File: src/logic/hart_pkg.sv
package hart_pkg;

  // widths that carry a meaning across the hart
  typedef logic [31:0] word_t;     // data or address word
  typedef logic [4:0]  reg_addr_t; // architectural register index
  typedef logic [6:0]  opcode_t;   // major opcode field, inst[6:0]

  // major opcodes of the kept RV32I subset
  localparam opcode_t OP_REG    = 7'b0110011; // register-register alu group
  localparam opcode_t OP_IMM    = 7'b0010011; // register-immediate alu group
  localparam opcode_t OP_LUI    = 7'b0110111;
  localparam opcode_t OP_AUIPC  = 7'b0010111;
  localparam opcode_t OP_SYSTEM = 7'b1110011; // only ebreak is recognised here

  localparam word_t EBREAK_INST = 32'h0010_0073;
  localparam word_t NOP_INST    = 32'h0000_0013; // addi x0, x0, 0

  // the ten integer alu operations
  typedef enum logic [3:0] {
    ALU_ADD  = 4'd0,
    ALU_SUB  = 4'd1,
    ALU_SLL  = 4'd2,
    ALU_SLT  = 4'd3,
    ALU_SLTU = 4'd4,
    ALU_XOR  = 4'd5,
    ALU_SRL  = 4'd6,
    ALU_SRA  = 4'd7,
    ALU_OR   = 4'd8,
    ALU_AND  = 4'd9
  } alu_op_e;

  // everything decode hands over to execute
  typedef struct packed {
    logic      valid;    // a real instruction sits in this slot
    word_t     inst;     // raw instruction word, kept for retire
    word_t     pc;
    reg_addr_t rs1_addr; // zero when rs1 is not read
    reg_addr_t rs2_addr; // zero when rs2 is not read
    reg_addr_t rd_addr;  // zero when nothing is written
    logic      rd_wen;
    alu_op_e   alu_op;
    logic      op1_pc;   // first operand is the pc instead of rs1
    logic      op2_imm;  // second operand is the immediate instead of rs2
    word_t     imm;      // I-type or U-type immediate, already extended
    logic      halt;     // ebreak
  } decode_t;

  // register file write port, driven from the writeback register
  typedef struct packed {
    logic      wen;
    reg_addr_t rd_addr;
    word_t     data;
  } wb_t;

  // one record per retired instruction
  typedef struct packed {
    logic      valid;
    word_t     inst;
    logic      halt;
    reg_addr_t rs1_raddr;
    reg_addr_t rs2_raddr;
    word_t     rs1_rdata;
    word_t     rs2_rdata;
    reg_addr_t rd_waddr;
    word_t     rd_wdata;
    word_t     pc;
    word_t     next_pc;
  } retire_t;

endpackage
File: src/logic/hart.sv
`timescale 1ns/1ps
`default_nettype none

module hart #(
  parameter hart_pkg::word_t RESET_ADDR = 32'h0000_0000 // address of the first fetch
) (
  input  wire logic            i_clk,
  input  wire logic            i_rst,
  // synchronous instruction memory, data returns one cycle after the address
  output hart_pkg::word_t      o_imem_raddr,
  input  wire hart_pkg::word_t i_imem_rdata,
  // one record per retiring instruction, three cycles after its fetch address
  output hart_pkg::retire_t    o_retire
);

  import hart_pkg::*;

  // fetch to decode
  logic    fetch_valid;
  word_t   fetch_pc;
  word_t   fetch_inst;

  // decode stage results
  decode_t dec;
  word_t   rs1_rdata;
  word_t   rs2_rdata;

  // writeback back into the register file
  wb_t     wb;

  hart_fetch #(
    .RESET_ADDR   (RESET_ADDR)
  ) i_fetch (
    .i_clk        (i_clk),
    .i_rst        (i_rst),
    .o_imem_raddr (o_imem_raddr),
    .i_imem_rdata (i_imem_rdata),
    .o_valid      (fetch_valid),
    .o_pc         (fetch_pc),
    .o_inst       (fetch_inst)
  );

  // decoder and register file both look at the word returned this cycle
  hart_decoder i_decoder (
    .i_valid (fetch_valid),
    .i_pc    (fetch_pc),
    .i_inst  (fetch_inst),
    .o_dec   (dec)
  );

  // read indices come from the decoder, so unused sources read x0
  hart_regfile i_regfile (
    .i_clk       (i_clk),
    .i_rst       (i_rst),
    .i_rs1_raddr (dec.rs1_addr),
    .i_rs2_raddr (dec.rs2_addr),
    .o_rs1_rdata (rs1_rdata),
    .o_rs2_rdata (rs2_rdata),
    .i_wb        (wb)
  );

  hart_execute i_execute (
    .i_clk       (i_clk),
    .i_rst       (i_rst),
    .i_dec       (dec),
    .i_rs1_rdata (rs1_rdata),
    .i_rs2_rdata (rs2_rdata),
    .o_wb        (wb),
    .o_retire    (o_retire)
  );

endmodule

`default_nettype wire

File: src/logic/hart_execute.sv
`timescale 1ns/1ps
`default_nettype none

module hart_execute (
  input  wire logic              i_clk,
  input  wire logic              i_rst,
  input  wire hart_pkg::decode_t i_dec,
  input  wire hart_pkg::word_t   i_rs1_rdata,
  input  wire hart_pkg::word_t   i_rs2_rdata,
  output hart_pkg::wb_t          o_wb,
  output hart_pkg::retire_t      o_retire
);

  import hart_pkg::*;

  decode_t   dec_q;     // decode/execute register
  word_t     rs1_q;     // register file data captured with dec_q
  word_t     rs2_q;
  word_t     rs1_val;   // source values after forwarding
  word_t     rs2_val;
  logic      fwd_rs1;
  logic      fwd_rs2;
  word_t     op_a;
  word_t     op_b;
  logic [4:0] shamt;
  word_t     result;
  wb_t       wb_d;
  wb_t       wb_q;      // writeback register and forwarding source
  retire_t   retire_d;
  retire_t   retire_q;

  // decode bundle and both read words move in together
  always_ff @(posedge i_clk) begin
    dec_q <= i_dec;
    rs1_q <= i_rs1_rdata;
    rs2_q <= i_rs2_rdata;
    if (i_rst) begin
      dec_q.valid <= 1'b0; // reset leaves an empty slot in execute
    end
  end

  // the instruction just ahead sits in wb_q and has not reached the regfile yet
  assign fwd_rs1 = wb_q.wen && (wb_q.rd_addr != 5'd0) && (wb_q.rd_addr == dec_q.rs1_addr);
  assign fwd_rs2 = wb_q.wen && (wb_q.rd_addr != 5'd0) && (wb_q.rd_addr == dec_q.rs2_addr);

  assign rs1_val = fwd_rs1 ? wb_q.data : rs1_q;
  assign rs2_val = fwd_rs2 ? wb_q.data : rs2_q;

  assign op_a  = dec_q.op1_pc ? dec_q.pc : rs1_val;   // auipc takes the pc
  assign op_b  = dec_q.op2_imm ? dec_q.imm : rs2_val;
  assign shamt = op_b[4:0]; // rv32 shifts ignore the upper bits

  always_comb begin
    case (dec_q.alu_op)
      ALU_ADD:  result = op_a + op_b;
      ALU_SUB:  result = op_a - op_b;
      ALU_SLL:  result = op_a << shamt;
      ALU_SLT:  result = {31'd0, $signed(op_a) < $signed(op_b)};
      ALU_SLTU: result = {31'd0, op_a < op_b};
      ALU_XOR:  result = op_a ^ op_b;
      ALU_SRL:  result = op_a >> shamt;
      ALU_SRA:  result = word_t'($signed(op_a) >>> shamt); // fills with the sign bit
      ALU_OR:   result = op_a | op_b;
      default:  result = op_a & op_b;
    endcase
  end

  always_comb begin
    wb_d.wen     = dec_q.valid & dec_q.rd_wen; // bubbles never write
    wb_d.rd_addr = dec_q.rd_addr;
    wb_d.data    = result;

    retire_d.valid     = dec_q.valid;
    retire_d.inst      = dec_q.inst;
    retire_d.halt      = dec_q.halt;
    retire_d.rs1_raddr = dec_q.rs1_addr;
    retire_d.rs2_raddr = dec_q.rs2_addr;
    retire_d.rs1_rdata = rs1_val;        // the value the alu actually saw
    retire_d.rs2_rdata = rs2_val;
    retire_d.rd_waddr  = dec_q.rd_addr;  // already zero when nothing is written
    retire_d.rd_wdata  = result;
    retire_d.pc        = dec_q.pc;
    retire_d.next_pc   = dec_q.pc + 32'd4; // sequential since there is no control flow
  end

  always_ff @(posedge i_clk) begin
    wb_q     <= wb_d;
    retire_q <= retire_d;
    if (i_rst) begin
      wb_q.wen       <= 1'b0;
      retire_q.valid <= 1'b0;
    end
  end

  assign o_wb     = wb_q;
  assign o_retire = retire_q;

endmodule

`default_nettype wire

File: src/logic/hart_regfile.sv
`timescale 1ns/1ps
`default_nettype none

module hart_regfile (
  input  wire logic                 i_clk,
  input  wire logic                 i_rst,
  input  wire hart_pkg::reg_addr_t  i_rs1_raddr,
  input  wire hart_pkg::reg_addr_t  i_rs2_raddr,
  output hart_pkg::word_t           o_rs1_rdata,
  output hart_pkg::word_t           o_rs2_rdata,
  input  wire hart_pkg::wb_t        i_wb
);

  import hart_pkg::*;

  word_t regs [1:31]; // x0 has no storage

  // a read sees this cycle's write so decode and writeback can overlap
  function automatic word_t read_port(input reg_addr_t addr);
    word_t data;
    if (addr == 5'd0) begin
      data = '0;
    end else if (i_wb.wen && (i_wb.rd_addr == addr)) begin
      data = i_wb.data; // write-through
    end else begin
      data = regs[addr];
    end
    return data;
  endfunction

  always_ff @(posedge i_clk) begin
    if (i_rst) begin
      for (int i = 1; i < 32; i++) begin
        regs[i] <= '0;
      end
    end else if (i_wb.wen && (i_wb.rd_addr != 5'd0)) begin
      regs[i_wb.rd_addr] <= i_wb.data; // writes to x0 are dropped
    end
  end

  // both ports follow the stored registers and the write port as well as the index
  always_comb begin
    o_rs1_rdata = read_port(i_rs1_raddr);
    o_rs2_rdata = read_port(i_rs2_raddr);
  end

endmodule

`default_nettype wire

File: src/logic/hart_decoder.sv
`timescale 1ns/1ps
`default_nettype none

module hart_decoder (
  input  wire logic            i_valid,
  input  wire hart_pkg::word_t i_pc,
  input  wire hart_pkg::word_t i_inst,
  output hart_pkg::decode_t    o_dec
);

  import hart_pkg::*;

  opcode_t   opcode;
  logic [2:0] funct3;
  logic      funct7_b5;  // inst[30] picks sub and sra
  reg_addr_t rs1_field;
  reg_addr_t rs2_field;
  reg_addr_t rd_field;
  word_t     imm_i;
  word_t     imm_u;

  // funct3 plus the alternate bit to the alu operation
  function automatic alu_op_e alu_op_of(input logic [2:0] f3, input logic alt);
    alu_op_e op;
    case (f3)
      3'b000:  op = alt ? ALU_SUB : ALU_ADD;
      3'b001:  op = ALU_SLL;
      3'b010:  op = ALU_SLT;
      3'b011:  op = ALU_SLTU;
      3'b100:  op = ALU_XOR;
      3'b101:  op = alt ? ALU_SRA : ALU_SRL;
      3'b110:  op = ALU_OR;
      default: op = ALU_AND;
    endcase
    return op;
  endfunction

  assign opcode    = i_inst[6:0];
  assign funct3    = i_inst[14:12];
  assign funct7_b5 = i_inst[30];
  assign rs1_field = i_inst[19:15];
  assign rs2_field = i_inst[24:20];
  assign rd_field  = i_inst[11:7];

  assign imm_i = {{20{i_inst[31]}}, i_inst[31:20]}; // sign extended 12 bit immediate
  assign imm_u = {i_inst[31:12], 12'h000};         // upper 20 bits, low bits zero

  always_comb begin
    // defaults describe a no-op that reads and writes nothing
    o_dec          = '0;
    o_dec.valid    = i_valid;
    o_dec.inst     = i_inst;
    o_dec.pc       = i_pc;
    o_dec.alu_op   = ALU_ADD;
    case (opcode)
      OP_REG: begin
        o_dec.rs1_addr = rs1_field;
        o_dec.rs2_addr = rs2_field;
        o_dec.rd_addr  = rd_field;
        o_dec.rd_wen   = 1'b1;
        o_dec.alu_op   = alu_op_of(funct3, funct7_b5);
      end
      OP_IMM: begin
        o_dec.rs1_addr = rs1_field;
        o_dec.rd_addr  = rd_field;
        o_dec.rd_wen   = 1'b1;
        o_dec.op2_imm  = 1'b1;
        o_dec.imm      = imm_i; // shifts only use the low five bits of it
        // no subi exists, inst[30] only matters for srai
        o_dec.alu_op   = alu_op_of(funct3, funct7_b5 & (funct3 == 3'b101));
      end
      OP_LUI: begin
        // rs1 stays x0, so the alu adds zero to the immediate
        o_dec.rd_addr  = rd_field;
        o_dec.rd_wen   = 1'b1;
        o_dec.op2_imm  = 1'b1;
        o_dec.imm      = imm_u;
      end
      OP_AUIPC: begin
        o_dec.rd_addr  = rd_field;
        o_dec.rd_wen   = 1'b1;
        o_dec.op1_pc   = 1'b1; // pc plus the upper immediate
        o_dec.op2_imm  = 1'b1;
        o_dec.imm      = imm_u;
      end
      OP_SYSTEM: begin
        o_dec.halt = (i_inst == EBREAK_INST); // other system words retire as no-ops
      end
      default: begin
        o_dec.rd_wen = 1'b0; // unsupported opcodes retire without a write
      end
    endcase
  end

endmodule

`default_nettype wire

File: src/logic/hart_fetch.sv
`timescale 1ns/1ps
`default_nettype none

module hart_fetch #(
  parameter hart_pkg::word_t RESET_ADDR = 32'h0000_0000 // first fetch address after reset
) (
  input  wire logic            i_clk,
  input  wire logic            i_rst,
  output hart_pkg::word_t      o_imem_raddr, // address of the word fetched this cycle
  input  wire hart_pkg::word_t i_imem_rdata, // word for last cycle's address
  output logic                 o_valid,
  output hart_pkg::word_t      o_pc,
  output hart_pkg::word_t      o_inst
);

  import hart_pkg::*;

  word_t pc_q;        // address presented to the memory this cycle
  word_t flight_pc_q; // address of the word the memory returns this cycle
  logic  valid_q;     // returned word belongs to a real fetch

  // the pc steps by one word every cycle as there is no redirect in this core
  always_ff @(posedge i_clk) begin
    if (i_rst) begin
      pc_q <= RESET_ADDR;
    end else begin
      pc_q <= pc_q + 32'd4;
    end
  end

  // the memory read takes one cycle, so the pc is delayed to meet its data
  always_ff @(posedge i_clk) begin
    flight_pc_q <= pc_q; // pc of the word the memory hands back next cycle
    if (i_rst) begin
      valid_q <= 1'b0; // nothing in flight while held in reset
    end else begin
      valid_q <= 1'b1; // first good word lands the cycle after reset drops
    end
  end

  assign o_imem_raddr = pc_q;

  // the memory output register is the word half of the fetch register
  assign o_valid = valid_q;
  assign o_pc    = flight_pc_q;
  assign o_inst  = i_imem_rdata;

endmodule

`default_nettype wire

File: config.mk
export PLATFORM = sky130hd
export DESIGN_NAME = hart
export DESIGN_NICKNAME = d
export VERILOG_FILES = /design/src/logic/hart_pkg.sv /design/src/logic/hart.sv /design/src/logic/hart_execute.sv /design/src/logic/hart_regfile.sv /design/src/logic/hart_decoder.sv /design/src/logic/hart_fetch.sv
export SDC_FILE = /design/constraint.sdc
export NUM_CORES = 2
export LEC_CHECK = 0
export BUFFER_PORTS_ARGS = -buffer_cell sky130_fd_sc_hd__buf_2
export CORE_MARGIN = 4
export CORE_UTILIZATION = 45
export DETAILED_ROUTE_END_ITERATION = 8
export SYNTH_ARGS = -nofsm -noshare
export SYNTH_HDL_FRONTEND = slang
export SYNTH_HIERARCHICAL = 1
export SYNTH_SLANG_ARGS = --single-unit
File: constraint.sdc
create_clock -name i_clk -period 6.2 [get_ports i_clk]
set_clock_uncertainty 0.1 [all_clocks]
set_input_delay 0 -clock i_clk [delete_from_list [all_inputs] [get_ports i_clk]]
set_output_delay 0 -clock i_clk [all_outputs]
set_load 0.01 [all_outputs]
==> results.json <==
{
  "seq_area_sq_mm": 0.0398,
  "place_area_sq_mm": 0.0818,
  "io_buffer_count": 272,
  "final_core_util_pct": 50.6,
  "synth_top_area_share_pct": 39.1,
  "status": "complete, but fails checks",
  "worst_hold_slack_ns": 0.0509,
  "fp-row-count": 153,
  "rr_startpoint": "i_execute/o_retire[99]",
  "drt_iter0_markers": 8173,
  "path_clk_slew_ns": 0.06,
  "fin_crit_ns": 6.01,
  "die_h_um": 426,
  "first_pass_iters": 8,
  "ys_seq_area_share_pct": 50.6,
  "ioPinCount": 275,
  "startpoint": "i_execute/o_retire[99]",
  "via_per_inst": 6.52,
  "cp_slowest_cell": "nor2_4",
  "fin_ws_ns": 0.194,
  "crit_type": "reg2reg",
  "period_share_pct": 96.9,
  "ys_seq_elements": 1477,
  "drt_wl_total_um": 340000,
  "required_ns": 6.85,
  "ys_top_cells_by_count": "and2_1 (1025), edfxtp_1 (1024), dfxtp_1 (453)",
  "clk_latency_ns": 0.85,
  "grt_max_degree": 86,
  "endpoint_kind": "register",
  "yosys.area.top_type": "edfxtp_1",
  "powerDensity_mw_per_mm2": 250,
  "overflow": 0,
  "stdcell_count": 9047,
  "hold_start": "i_imem_rdata[6]",
  "core_area_sq_mm": 0.174,
  "place_congestion": 1.04,
  "slew_headroom_pct": -9.75,
  "path_buf_inv": 3,
  "fill_cells": 15300,
  "dieArea_sq_mm": 0.181,
  "synthFlopType": "edfxtp_1",
  "start_util_pct": 45.2,
  "cts_root_buf": "clkbuf_16",
  "ant_nets": 0,
  "hold_violations": 0,
  "cts_setup_buffers": 0,
  "place_ws_ns": 0.170,
  "violations": "capacitance limit, slew limit",
  "area_delta_synth_final_pct": 11.9,
  "synth_edf_count": 1024,
  "drc": 0,
  "cap_violations": 2,
  "grt_usage_pct": 36.7,
  "crit_fanout": 17,
  "antenna_found_initial": 35,
  "slew_violations": 13,
  "yosysMostFrequentCell": "and2_1",
  "dp_hpwl_um": 229000,
  "ir_drop_mv": 0.189,
  "multi_input_area_sq_mm": 0.0350,
  "cts-htree-levels": 4,
  "avgSynthCellArea_sq_um": 12.2,
  "clockBufferDepth": 3,
  "netlist_top_cells_area": "edfxtp_1 (39%), dfxtp_1 (12%), mux4_2 (11%)",
  "cp_data_arrival_time_ns": 6.66,
  "die_w_um": 426,
  "grt_pass1_vias": 57100,
  "placed_cells": 8646,
  "async_flop_share_pct": 0,
  "cts_tree": "done",
  "hp-class": "in2reg",
  "cts_buffers": 165,
  "nets": 6692,
  "design_area_sq_mm": 0.0880,
  "max_stage_delay_ns": 0.63,
  "syn_inst": 6452,
  "grt_pass1_wl_um": 465000,
  "cp_top_family": "compound AO/OA/AOI/OAI gates",
  "max_freq_ghz": 0.167,
  "path_cells": "xnor2_1, nand4_1, nor2_4, buf_4, mux2_2, mux2_2, ha_1, buf_4, inv_1, a21oi_1, o211ai_1, a221oi_1, o211ai_1, a21o_1, a21oi_1, a31oi_1, xor2_1, o221ai_1, o22a_1",
  "setup_violations": 0,
  "synth_warnings": 6,
  "worst_pin_slew_ns": 1.63,
  "power.leakage_uw": 0.0318,
  "synthesis.area_sq_mm": 0.0786,
  "yosys.cell_types.count": 110,
  "vias": 58900,
  "cp-start-kind": "register",
  "drive_gt1_share_pct": 21.4,
  "wl_per_cell_um": 37.6,
  "cts_sinks": 1477
}
[kinds of logic (layout without fill, tap and decap cells)]
kind of cell / Yosys count / count (layout) / synth area share, %
AND/OR/NAND/NOR: 1947 / 1947 / 13.9
flip-flops: 1477 / 1477 / 50.6
AO/OA/AOI/OAI: 1100 / 1100 / 10.0
multiplexers: 902 / 902 / 17.6
buffers and inverters: 843 / 1048 / 5.33
adder cells (fa/ha/maj): 101 / 101 / 1.63
XOR/XNOR: 80 / 80 / 0.891
other: 2 / 67 / 0.00955
[what timing repair did]
item / in CTS / in global routing
resized for setup: 0 / 2
hold buffers: 69 / 0
setup endpoints to repair: 0 / 1
endpoints found under the hold margin: 125 / 0
[per-stage QoR]
stage | power, uW | setup TNS (ns)
6_report | 22000 | 0
3_3_place_gp | 12200 | 0
5_1_grt | 22600 | -0.00107
3_5_place_dp | 12300 | 0
4_1_cts | 22000 | 0
2_1_floorplan | 11700 | 0
[metal layers]
layer  GRT usage (%)  wire length (um)  part of all wire, %
met1            45.3            123000                   36
met2            57.5            155000                   46
met3            9.53             35700                   11
met4            23.4             25600                  7.5
met5               0               138                0.041
[sequential cells by signal, indices dropped and copies added, names as in the netlist]
signal                flops
i_execute/rs2_q          32
i_execute/o_retire      207
i_fetch/o_pc             30
i_fetch/o_imem_raddr     30
i_execute/rs1_q          32
i_execute/o_wb            1
i_regfile/regs         1024
i_execute/dec_q         120
i_fetch/o_valid           1
[cell type report]
| class | instances | area share, % |
|---|---|---|
| sequential | 1477 | 45.3 |
| multi-input combinational | 4166 | 39.8 |
| clock buffer | 213 | 5.13 |
| timing repair buffer | 619 | 4.93 |
| tap | 2325 | 3.31 |
| clock inverter | 88 | 0.974 |
| inverter | 128 | 0.552 |
| antenna | 31 | 0.0882 |
[cells in the final DEF, fill, tap and decap left out, drive strengths merged, types with 26 or more instances in the layout]
master,instances
o211ai,32
nand2b,31
a31oi,46
nand3,74
nor3,44
o221ai,49
nand2,303
a221oi,61
ha,99
buf,550
mux2,96
dlygate4sd3,69
and2,1030
and3,26
xnor2,57
conb,36
clkinv,68
mux4,375
mux2i,431
inv,133
nor2,251
a211oi,61
edfxtp,1024
o21ai,191
or2,41
a22oi,118
clkbuf,213
o22ai,62
a32o,33
a21oi,237
diode,31
dfxtp,453
nor2b,31
[worst min-delay path: cells and delay by family]
kind / cells / cell delay [ns]
buffers and inverters: 2 / 0.66
AND/OR/NAND/NOR: 2 / 0.28
[power by group]
group	switching (uW)	internal, uW	leakage (uW)	total (uW)
Combinational	799	380	0.0150	1180
Clock	4270	5590	0.00262	9860
Sequential	164	10800	0.0143	11000
Total	5230	16800	0.0318	22000
[path summary, 6_finish.rpt]
kind	end	slack (ns)	cells after the start
worst max-delay path	i_execute/o_retire[95]	0.19	19
worst min register to register	i_execute/dec_q[86]	0.20	0
worst min-delay path	i_execute/dec_q[9]	0.05	4
worst max register to register	i_execute/o_retire[95]	0.19	19
(Power assumes the default switching activity.)
